### src/apu_config.svh
`ifndef APU_CONFIG_SVH
`define APU_CONFIG_SVH

// widths
`define APU_INSTR_W       16
`define APU_DATA_W        8
`define APU_CODE_AW       8     // 256 code words
`define APU_LOAD_AW       9     // byte address into code memory
`define APU_REG_AW        4     // 16 general registers
`define APU_BORDER_W      6

// instruction classes, bits 15:12
`define APU_CLS_LD        4'd0  // classes 0..7 are the immediate alu ops
`define APU_CLS_AND       4'd1
`define APU_CLS_OR        4'd2
`define APU_CLS_XOR       4'd3
`define APU_CLS_ADD       4'd4
`define APU_CLS_SUB       4'd5
`define APU_CLS_CMP       4'd6
`define APU_CLS_TST       4'd7
`define APU_CLS_ALUR      4'd8  // reg, reg
`define APU_CLS_UNARY     4'd9
`define APU_CLS_JR        4'd10
`define APU_CLS_OUT       4'd11

// binary alu functions
`define APU_FN_LD         3'd0
`define APU_FN_AND        3'd1
`define APU_FN_OR         3'd2
`define APU_FN_XOR        3'd3
`define APU_FN_ADD        3'd4
`define APU_FN_SUB        3'd5
`define APU_FN_CMP        3'd6
`define APU_FN_TST        3'd7

// unary functions
`define APU_UN_INC        2'd0
`define APU_UN_DEC        2'd1
`define APU_UN_CPL        2'd2
`define APU_UN_NEG        2'd3

// output ports
`define APU_PORT_COVOX    4'd5
`define APU_PORT_BORDER   4'd6

`define APU_INSTR_DONE    16'hffff  // park and raise apu_rdy

`endif
### src/apu_pkg.sv
`include "apu_config.svh"

package apu_pkg;

	// code word
	typedef logic [`APU_INSTR_W-1:0] instr_t;

	// general register value
	typedef logic [`APU_DATA_W-1:0] data_t;

	typedef logic [`APU_REG_AW-1:0] reg_idx_t;   // register number

	// code word address, wraps at 256
	typedef logic [`APU_CODE_AW-1:0] pc_t;

	typedef logic [`APU_LOAD_AW-1:0] load_addr_t; // byte address for loading

	typedef logic [2:0] fn_t;       // binary alu function
	typedef logic [1:0] un_t;       // unary function
	typedef logic [3:0] cond_t;     // jump condition
	typedef logic [3:0] port_t;     // output port number

	// border colour, low bits of the source reg
	typedef logic [`APU_BORDER_W-1:0] border_t;

endpackage

### src/apu.sv
module apu
(
	input  logic                clk,
	input  logic                rst,
	input  logic                apu_halt,
	input  logic                code_wen,
	input  apu_pkg::load_addr_t code_waddr,
	input  apu_pkg::data_t      code_wdata,
	output logic                apu_rdy,
	output apu_pkg::data_t      apu_covox,
	output logic                apu_covox_we,
	output apu_pkg::border_t    apu_border,
	output logic                apu_border_we
);

	apu_pkg::pc_t      rd_addr;     // next fetch address
	apu_pkg::instr_t   instr;
	apu_pkg::reg_idx_t reg_a;
	apu_pkg::reg_idx_t reg_b;
	apu_pkg::data_t    imm;
	apu_pkg::data_t    offset;
	apu_pkg::fn_t      fn;
	apu_pkg::un_t      un_fn;
	apu_pkg::cond_t    cond;
	apu_pkg::port_t    port;
	apu_pkg::data_t    rd_a;
	apu_pkg::data_t    rd_b;
	apu_pkg::data_t    result;
	logic              use_imm, unary, wr_en, flag_en, jump_en, out_en;
	logic              flag_z, flag_c, flag_n;
	logic              z_next, c_next, n_next;

	apu_code_ram u_code_ram (
		.clk, .code_wen, .code_waddr, .code_wdata, .rd_addr, .instr
	);

	apu_fetch u_fetch (
		.clk, .rst, .apu_halt, .instr, .jump_en, .cond, .offset,
		.flag_z, .flag_c, .flag_n, .rd_addr, .apu_rdy
	);

	apu_decode u_decode (
		.instr, .apu_halt, .rst, .reg_a, .reg_b, .imm, .use_imm, .unary,
		.wr_en, .flag_en, .jump_en, .out_en, .fn, .un_fn, .cond, .offset, .port
	);

	// dst reg is the first operand
	apu_alu u_alu (
		.op_a(rd_a), .op_b(rd_b), .imm, .use_imm, .unary, .fn, .un_fn,
		.result, .z_next, .c_next, .n_next
	);

	apu_regs u_regs (
		.clk, .rst, .reg_a, .reg_b, .wr_en, .flag_en, .wr_data(result),
		.z_next, .c_next, .n_next, .rd_a, .rd_b, .flag_z, .flag_c, .flag_n
	);

	// out takes its value from the src reg
	apu_port_out u_port_out (
		.clk, .rst, .out_en, .port, .out_data(rd_b),
		.apu_covox, .apu_covox_we, .apu_border, .apu_border_we
	);

endmodule

### src/apu_port_out.sv
`include "apu_config.svh"

module apu_port_out
(
	input  logic             clk,
	input  logic             rst,
	input  logic             out_en,
	input  apu_pkg::port_t   port,
	input  apu_pkg::data_t   out_data,
	output apu_pkg::data_t   apu_covox,
	output logic             apu_covox_we,
	output apu_pkg::border_t apu_border,
	output logic             apu_border_we
);

	logic hit_covox;
	logic hit_border;

	assign hit_covox  = out_en && (port == `APU_PORT_COVOX);
	assign hit_border = out_en && (port == `APU_PORT_BORDER);   // other ports dropped

	// one cycle behind execute
	always_ff @(posedge clk)
	begin
		if (rst)
		begin
			apu_covox     <= '0;
			apu_border    <= '0;
			apu_covox_we  <= 1'b0;
			apu_border_we <= 1'b0;
		end
		else
		begin
			apu_covox_we  <= hit_covox;   // single pulse per out
			apu_border_we <= hit_border;
			if (hit_covox)
				apu_covox <= out_data;
			if (hit_border)
				apu_border <= out_data[`APU_BORDER_W-1:0]; // low bits only
		end
	end

endmodule

### src/apu_regs.sv
`include "apu_config.svh"

module apu_regs
(
	input  logic              clk,
	input  logic              rst,
	input  apu_pkg::reg_idx_t reg_a,
	input  apu_pkg::reg_idx_t reg_b,
	input  logic              wr_en,
	input  logic              flag_en,
	input  apu_pkg::data_t    wr_data,
	input  logic              z_next,
	input  logic              c_next,
	input  logic              n_next,
	output apu_pkg::data_t    rd_a,
	output apu_pkg::data_t    rd_b,
	output logic              flag_z,
	output logic              flag_c,
	output logic              flag_n
);

	localparam int NREGS = 1 << `APU_REG_AW;

	apu_pkg::data_t gpr [NREGS];  // general registers

	// async reads, dst and src
	assign rd_a = gpr[reg_a];
	assign rd_b = gpr[reg_b];

	// single write port, always to dst
	always_ff @(posedge clk)
	begin
		if (wr_en)
			gpr[reg_a] <= wr_data;
	end

	always_ff @(posedge clk)
	begin
		if (rst)
			{flag_z, flag_c, flag_n} <= 3'b000;
		else if (flag_en)
			{flag_z, flag_c, flag_n} <= {z_next, c_next, n_next}; // every alu/unary op
	end

endmodule

### src/apu_alu.sv
`include "apu_config.svh"

module apu_alu
(
	input  apu_pkg::data_t op_a,
	input  apu_pkg::data_t op_b,
	input  apu_pkg::data_t imm,
	input  logic           use_imm,
	input  logic           unary,
	input  apu_pkg::fn_t   fn,
	input  apu_pkg::un_t   un_fn,
	output apu_pkg::data_t result,
	output logic           z_next,
	output logic           c_next,
	output logic           n_next
);

	apu_pkg::data_t        op2;   // second operand
	logic [`APU_DATA_W:0]  bin9;  // 9 bit results, bit 8 is carry/borrow
	logic [`APU_DATA_W:0]  un9;
	logic [`APU_DATA_W:0]  res9;

	assign op2 = use_imm ? imm : op_b;

	// binary, logic ops leave bit 8 clear
	always_comb
	begin
		case (fn)
			`APU_FN_LD:  bin9 = {1'b0, op2};
			`APU_FN_AND: bin9 = {1'b0, op_a & op2};
			`APU_FN_OR:  bin9 = {1'b0, op_a | op2};
			`APU_FN_XOR: bin9 = {1'b0, op_a ^ op2};
			`APU_FN_ADD: bin9 = {1'b0, op_a} + {1'b0, op2};
			`APU_FN_SUB: bin9 = {1'b0, op_a} - {1'b0, op2};
			`APU_FN_CMP: bin9 = {1'b0, op_a} - {1'b0, op2}; // flags only
			default:     bin9 = {1'b0, op_a & op2};         // tst
		endcase
	end

	// unary works on the source reg
	always_comb
	begin
		case (un_fn)
			`APU_UN_INC: un9 = {1'b0, op_b} + 9'd1;
			`APU_UN_DEC: un9 = {1'b0, op_b} - 9'd1;
			`APU_UN_CPL: un9 = {1'b0, ~op_b};
			default:     un9 = 9'd0 - {1'b0, op_b};  // neg
		endcase
	end

	assign res9   = unary ? un9 : bin9;
	assign result = res9[`APU_DATA_W-1:0];

	// flags
	assign z_next = (result == '0);
	assign c_next = res9[`APU_DATA_W];
	assign n_next = result[`APU_DATA_W-1];

endmodule

### src/apu_decode.sv
`include "apu_config.svh"

module apu_decode
(
	input  apu_pkg::instr_t   instr,
	input  logic              apu_halt,
	input  logic              rst,
	output apu_pkg::reg_idx_t reg_a,
	output apu_pkg::reg_idx_t reg_b,
	output apu_pkg::data_t    imm,
	output logic              use_imm,
	output logic              unary,
	output logic              wr_en,
	output logic              flag_en,
	output logic              jump_en,
	output logic              out_en,
	output apu_pkg::fn_t      fn,
	output apu_pkg::un_t      un_fn,
	output apu_pkg::cond_t    cond,
	output apu_pkg::data_t    offset,
	output apu_pkg::port_t    port
);

	logic [3:0] cls;        // instruction class
	logic       run;        // low while halted or in reset
	logic       alu_imm;
	logic       alu_reg;
	logic       no_wb;      // cmp, tst

	assign cls = instr[15:12];
	assign run = !(rst || apu_halt);

	// plain field slices
	assign reg_a  = instr[11:8];   // dst
	assign reg_b  = instr[3:0];    // src
	assign imm    = instr[7:0];
	assign offset = instr[7:0];    // signed rel
	assign cond   = instr[11:8];
	assign port   = instr[11:8];
	assign un_fn  = instr[5:4];

	assign alu_imm = (cls <= `APU_CLS_TST);
	assign alu_reg = (cls == `APU_CLS_ALUR);
	assign unary   = (cls == `APU_CLS_UNARY);
	assign use_imm = alu_imm;

	// imm classes carry the function in the class itself
	assign fn = alu_imm ? instr[14:12] : instr[6:4];

	assign no_wb = (fn == `APU_FN_CMP) || (fn == `APU_FN_TST);

	// enables, all dead while halted
	assign wr_en   = run && (unary || ((alu_imm || alu_reg) && !no_wb));
	assign flag_en = run && (alu_imm || alu_reg || unary);
	assign jump_en = run && (cls == `APU_CLS_JR);
	assign out_en  = run && (cls == `APU_CLS_OUT);

endmodule

### src/apu_fetch.sv
`include "apu_config.svh"

module apu_fetch
(
	input  logic             clk,
	input  logic             rst,
	input  logic             apu_halt,
	input  apu_pkg::instr_t  instr,
	input  logic             jump_en,
	input  apu_pkg::cond_t   cond,
	input  apu_pkg::data_t   offset,
	input  logic             flag_z,
	input  logic             flag_c,
	input  logic             flag_n,
	output apu_pkg::pc_t     rd_addr,
	output logic             apu_rdy
);

	apu_pkg::pc_t pc;       // address of the word now in instr
	apu_pkg::pc_t pc_inc;
	apu_pkg::pc_t pc_rel;
	logic         taken;
	logic         is_done;

	assign is_done = (instr == `APU_INSTR_DONE);
	assign pc_inc  = pc + apu_pkg::pc_t'(1);
	assign pc_rel  = pc + offset;   // 8 bit add == sign-extend mod 256

	// condition table
	always_comb
	begin
		case (cond)
			4'd0:    taken = 1'b1;               // always
			4'd1:    taken = flag_z;             // equal
			4'd2:    taken = flag_c;             // less
			4'd3:    taken = !flag_z;            // not equal
			4'd4:    taken = !flag_c && !flag_z; // greater
			4'd5:    taken = flag_c || flag_z;   // less or equal
			4'd6:    taken = !flag_c;            // greater or equal
			4'd7:    taken = flag_n;
			4'd8:    taken = !flag_n;
			default: taken = 1'b0;               // 9..15 never
		endcase
	end

	// next address doubles as the ram read address
	always_comb
	begin
		if (rst || apu_halt)
			rd_addr = '0;      // restart point
		else if (is_done)
			rd_addr = pc;      // parked
		else if (jump_en && taken)
			rd_addr = pc_rel;
		else
			rd_addr = pc_inc;
	end

	always_ff @(posedge clk)
	begin
		if (rst)
		begin
			pc      <= '0;
			apu_rdy <= 1'b0;
		end
		else
		begin
			pc      <= rd_addr;
			apu_rdy <= is_done && !apu_halt; // drops the edge after halt rises
		end
	end

endmodule

### src/apu_code_ram.sv
`include "apu_config.svh"

module apu_code_ram
(
	input  logic                clk,
	input  logic                code_wen,
	input  apu_pkg::load_addr_t code_waddr,
	input  apu_pkg::data_t      code_wdata,
	input  apu_pkg::pc_t        rd_addr,
	output apu_pkg::instr_t     instr
);

	localparam int DEPTH = 1 << `APU_CODE_AW;

	apu_pkg::instr_t mem [DEPTH];
	apu_pkg::data_t  lo_byte;   // even byte waits here for its pair

	logic even_wr;
	logic odd_wr;

	assign even_wr = code_wen && !code_waddr[0];
	assign odd_wr  = code_wen && code_waddr[0];

	// loader side
	always_ff @(posedge clk)
	begin
		if (even_wr)
			lo_byte <= code_wdata;
		if (odd_wr)
			mem[code_waddr[`APU_LOAD_AW-1:1]] <= {code_wdata, lo_byte}; // high byte completes word
	end

	// fetch side, one clock latency
	always_ff @(posedge clk)
	begin
		instr <= mem[rd_addr];
	end

endmodule

### config.mk
export PLATFORM = sky130hd
export DESIGN_NAME = apu
export DESIGN_NICKNAME = d
export VERILOG_FILES = /design/src/apu_pkg.sv /design/src/apu.sv /design/src/apu_port_out.sv /design/src/apu_regs.sv /design/src/apu_alu.sv /design/src/apu_decode.sv /design/src/apu_fetch.sv /design/src/apu_code_ram.sv
export VERILOG_INCLUDE_DIRS = /design/src
export SDC_FILE = /design/constraint.sdc
export NUM_CORES = 2
export LEC_CHECK = 0
export BUFFER_PORTS_ARGS = -buffer_cell sky130_fd_sc_hd__buf_4
export CORE_ASPECT_RATIO = 1.2
export CORE_MARGIN = 8
export CORE_UTILIZATION = 50
export DETAILED_ROUTE_END_ITERATION = 6
export PLACE_DENSITY = 0.75
export SETUP_SLACK_MARGIN = 0.02
export SLEW_MARGIN = 20
export SYNTH_ARGS = -nofsm -noshare
export SYNTH_HDL_FRONTEND = slang
export SYNTH_HIERARCHICAL = 1
export SYNTH_MEMORY_MAX_BITS = 65536
export SYNTH_SLANG_ARGS = --single-unit
### constraint.sdc
create_clock -name clk -period 6.7 [get_ports clk]
set_clock_uncertainty 0.05 [all_clocks]
set_input_delay 0.335 -clock clk [delete_from_list [all_inputs] [get_ports clk]]
set_output_delay 0.335 -clock clk [all_outputs]
set_load 0.005 [all_outputs]
# Word-level counts from Yosys, hierarchy flattened
# Memories as Yosys holds them, arrays and structs flattened. A register that Yosys moved wholly into a read port is not among the register bits.
# Cells that the tools add are included.
dict set report word_totals {
  ramBits 4224
  mem_count 2
  output_inout_bits 17
  inputBits 21
  reg_bits 36
}
# name words width rd rd_clocked_by_memory_dff write_ports line
set mem_list {}
lappend mem_list {u_code_ram.mem 256 16 1 1 1 apu_code_ram.sv:15} ;# apu_pkg::instr_t mem [DEPTH];
lappend mem_list {u_regs.gpr 16 8 2 0 1 apu_regs.sv:24} ;# apu_pkg::data_t gpr [NREGS];
dict set report classes {
  muxes 13
  n_reduce_logical 30
  bitwise_logic 4
  add_sub_neg 7
  n_eq_ne 21
  magnitude_cmp 1
}
# op count
set op_table {}
lappend op_table {{$pmux 9 s5} 1}
lappend op_table {{$mux 8} 4}
lappend op_table {{$pmux 9 s3} 1}
lappend op_table {{$eq 4x4->1 const B} 5}
lappend op_table {{$eq 16x16->1 const B} 1}
lappend op_table {{$eq 4x3->1 const B} 4}
lappend op_table {{$eq 3x3->1 const B} 4}
lappend op_table {{$logic_and 1x1->1} 12}
lappend op_table {{$add 8x1->9 const B} 1}
lappend op_table {{$add 8x8->9} 1}
lappend op_table {{$mux 9} 1}
lappend op_table {{$pmux 1 s9} 1}
lappend op_table {{$sub 1x8->9 const A} 1}
lappend op_table {{$sub 8x1->9 const B} 1}
lappend op_table {{$sub 8x8->9} 1}
lappend op_table {{$add 8x1->8 const B} 1}
lappend op_table {{$add 8x8->8} 1}
lappend op_table {{$and 8x8->8} 1}
lappend op_table {{$eq 4x2->1 const B} 2}
lappend op_table {{$logic_not 8->1} 1}
lappend op_table {{$not 8->8} 1}
lappend op_table {{$or 8x8->8} 1}
lappend op_table {{$xor 8x8->8} 1}
lappend op_table {{$logic_not 1->1} 7}
lappend op_table {{other kinds (12)} 21}

# Longest topological paths before layout
dict set report logic_depth {
  depth_word 10
  ltp_mapped 24
}

# Cells and area by module
# The synthesis kept the hierarchy.
# mod cells_each seq_area_each_um2 area_per_inst_um2 n_inst
set by_module_without_submodules {}
lappend by_module_without_submodules {apu_code_ram 7465 123558.5 159235.2 1}
lappend by_module_without_submodules {apu_regs 301 3903.7 5959.5 1}
lappend by_module_without_submodules {apu_alu 275 0.0 1926.8 1}
lappend by_module_without_submodules {apu_fetch 105 180.2 837.1 1}
lappend by_module_without_submodules {apu_port_out 62 320.3 688.2 1}
lappend by_module_without_submodules {apu_decode 51 0.0 372.9 1}

# Worst setup path before layout
# No wires, ideal clock.
dict set report synth_path {
  path_kind {flip-flop to flip-flop}
  from {register u_code_ram.instr[15], read port of u_code_ram.mem}
  to {register u_code_ram.instr[6], read port of u_code_ram.mem}
  slack_ns 1.720
  setup_time_ns 0.156
  t_required_ns 6.494
  stages_incl_launch_ff 20
  n_path_buf 1
  t_arrival_ns 4.774
  path_cell_list {dfxtp_1 > buf_4 > or4b_1 > nor3_1 > nand3_1 > or3_2 > ha_1 > fa_1 > a21o_1 > a21oi_1 > o21ai_0 > xnor2_1 > o31ai_1 > or3b_2 > nor2_1 > inv_1 > or4_1 > o311ai_1 > or4_1 > a2111oi_2}
}
dict set report synth_via {
  elab_chain_cells 6
  elab_cells_between_ends 7
}
# element line
set synth_lines {}
lappend synth_lines {{start, declared} apu_code_ram.sv:10} ;# output apu_pkg::instr_t instr
lappend synth_lines {{$eq 4x4->1 (no line)} --}
lappend synth_lines {{$logic_and 1x1->1} apu_decode.sv:55} ;# assign jump_en = run && (cls == `APU_CLS_JR);
lappend synth_lines {{net jump_en} apu.sv:29} ;# logic use_imm, unary, wr_en, flag_en, jump_en, out_en;
lappend synth_lines {{$logic_and 1x1->1} apu_fetch.sv:53} ;# else if (jump_en && taken)
lappend synth_lines {{$mux 8} apu_fetch.sv:53}
lappend synth_lines {{$mux 8} apu_fetch.sv:51} ;# else if (is_done)
lappend synth_lines {{$mux 8} apu_fetch.sv:49} ;# if (rst || apu_halt)
lappend synth_lines {{net rd_addr[6]} apu.sv:16} ;# apu_pkg::pc_t rd_addr;
# The timed path passes the listed nets, and every way through them passes these cells.
# A chain may end at the register's enable or synchronous reset.

# Worst setup path in the final report
dict set report layout_path {
  from {register u_code_ram.instr[15], read port of u_code_ram.mem}
  to {register u_code_ram.instr[0], read port of u_code_ram.mem}
}
# The elaborated chain is that of the path after synthesis.

==> results.md <==
* Outcome: complete, but fails checks
* Violated checks: design-rule violations
* Reg area at 0.128 sq mm
* DR iter-0 viols at 13249
* Hpwl dp at 275000 um
* Vias in the first global route at 87928
* PwrDens at 291 mW/mm^2
* Synth top area cells: edfxtp_1 75%, mux4_2 12%, mux2i_1 3.5%
* Distinct cells, synth at 101
* Die area at 0.357 sq mm
* Max Fclk at 0.149 GHz
* Warnings, synthesis at 6
* Hold Slack at 0.0990 ns
* Lkg Pwr at 0.0592 uW
* Die W at 547 um
* Async set or reset register ratio after synthesis at 0%
* Drt drc at 2
* Final Critical Period at 6.69 ns
* Register area share after synthesis at 75.7%
* Largest net degree at the start of global routing at 200
* Yosys top cell by area: edfxtp_1
* VDD IR max at 0.302 mV
* Synth Instances at 8259
* Initial DRT Pass Iterations at 7
* Syn Std Cell Area at 0.169 sq mm
* Core area at 0.338 sq mm
* Crit path required time at 7.56 ns
* Setup crit end kind: flop
* Commonest cells post-synth: 4232 x edfxtp_1, 885 x mux4_2, 594 x mux2i_1
* Setup violators final at 0
* Root Buffer: clkbuf_16
* Number of synthesized flops with an enable pin at 4232
* I/O Pins at 38
* Layout cells sized above 1 at 24.1%
* Clock Latency Late Sink at 0.99 ns
* Post-Syn Area per Cell at 20.5 sq um
* Clock slew at reported path FFs at 0.06 ns
* Die height at 653 um
* Via/cell ratio at 6.52
* Worst setup SP type: flop
* Num CTS Buffers at 408
* Final Max Tran Viols at 0
* Fill count at 23893
* H-tree lvl count at 5
* Routability Congestion at 1.00
* Setup tns final at 0 ns
* Overall Global Routing Usage at 24.8%
* Remaining antenna violation count at 0
* Synthesis-stage register bit count at 4276
* Crit path DAT at 7.55 ns
* Clock Tree Buf Depth at 4
* Final period utilization at 99.9%
* I/O Buffers at 37
* Setup CP Type: flop to flop
* Area of the multi-input gates at 0.0379 sq mm
* Net Count, Synth at 8323
* Routed WL per cell at 33.4 um
* Most common cell in the netlist: edfxtp_1
* Num rows at 234
* Post-Route WL at 455000 um
* Max-cap violation count at 0
* Nets at 8829
* HP Class: input pin to flop
* Initial core utilization at 50.1%
* Measured slew at the worst slew-check pin at 1.34 ns
* Yosys top cell area share at 75.2%
* Final Hold Fails at 0
* Vias at 88719
* Crit-path max FO at 31
* Initial antenna violation count at 20
* Total gr overflow at 0
* RSZ-0062 raised after global routing: false
* Slew HR at 10.8%
* First-pass GRT wire length at 642000 um
* Synth Flop Type: edfxtp_1
* CTS tree: done
* Area Overhead vs Synth at 12.7%
* # clock sinks at 4276
==> routing by layer <==
metal  global-route usage (%)  part of all wire, %  vias to the layer above
li1                         -                    -                    35467
met2                     40.1                   48                     6031
met4                     15.0                  7.2                        6
met5                        0                0.040                        -
met1                     30.7                   34                    45979
met3                     5.94                   11                     1236
==> cell type report <==
type	count	area share, %
sequential	4276	67.2
multi-input combinational	3434	19.9
clock buffer	491	5.61
tap	4484	2.94
timing repair buffer	613	2.86
clock inverter	262	1.44
inverter	32	0.0709
antenna	20	0.0263
==> power by group <==
group | internal [uW] | switching [uW]
logic | 895 | 1720
clock network | 13300 | 9970
registers | 29600 | 34.4
==> flip-flops by register name, summed over array words and instances, names as in the netlist, 6 cells and up <==
register               cells
u_code_ram/mem          4096
u_code_ram/instr          16
u_code_ram/lo_byte         8
u_port_out/apu_covox       8
u_port_out/apu_border      6
u_fetch/pc                 8
u_regs/gpr               128
==> layout by cell type (no fill, tap or decap), types with 150 or more instances in the layout <==
cell type  instances
a21oi_1          150
nor2_1           396
nor3_1           178
nand2_1          156
edfxtp_1        4232
mux2i_1          594
mux4_2           885
clkbuf_16        414
o22ai_1          185
buf_4            528
==> per-stage QoR <==
| step | power [uW] | setup WS, ns | instances | utilization (%) | instance area, sq um |
|---|---|---|---|---|---|
| 2_1_floorplan | 31800 | 1.72 | 8259 | - | 169000 |
| 3_3_place_gp | 32600 | -0.0177 | 12817 | 52.3 | 177000 |
| 3_5_place_dp | 32700 | 0.0908 | 12818 | 52.4 | 177000 |
| 4_1_cts | 55600 | 0.0456 | 13586 | 56.4 | 190000 |
| 5_1_grt | 56700 | 0.0306 | 13593 | 56.4 | 191000 |
| 6_report | 55400 | 0.00955 | 13612 | 56.5 | 191000 |
==> cell families (layout without fill, tap and decap cells) <==
kind of cell    count (synthesis)  in the layout  synth area share [%]
flops                        4276           4276                  75.7
mux                          1490           1490                  15.4
simple gates                 1027           1027                  2.85
compound gates                850            850                  3.45
buf+inv                       549           1398                  2.11
fa+ha+maj                      43             43                 0.332
xor+xnor                       24             24                 0.124
other cells                     0             20                     0
==> path summary, 6_finish.rpt <==
path	from	end	slack (ns)	depth (start not counted)
max	u_code_ram/instr[15]	u_code_ram/instr[0]	0.01	18
min reg2reg	u_port_out/apu_covox[4]	u_port_out/apu_covox[4]	0.43	2
min	code_wdata[0]	u_code_ram/lo_byte[0]	0.1	1
max reg2reg	u_code_ram/instr[15]	u_code_ram/instr[0]	0.01	18
==> worst max-delay path, cell delays in order (launching register included) <==
cell	delay (ns)
dfxtp_1	0.52
or4b_1	0.50
nor3_1	0.26
nand3_1	0.17
or3_2	0.49
ha_1	0.25
fa_1	0.44
xnor2_1	0.17
nor2_1	0.05
a21oi_1	0.27
nor2_4	0.10
or2_4	0.37
buf_4	0.29
o22ai_1	0.38
nor2_1	0.08
o21ai_0	0.85
nand4_1	0.45
or4_1	0.69
nor3_1	0.21
==> what timing repair did <==
| action | 4_1_cts | 5_1_grt |
|---|---|---|
| hold buffers | 15 | 0 |
| endpoints found under the hold margin | 535 | 0 |
| buffers inserted | 0 | 5 |
| gates resized for setup | 0 | 21 |
| endpoints found under the setup margin | 0 | 9 |
Note: power is estimated with default switching activity, not from simulation.
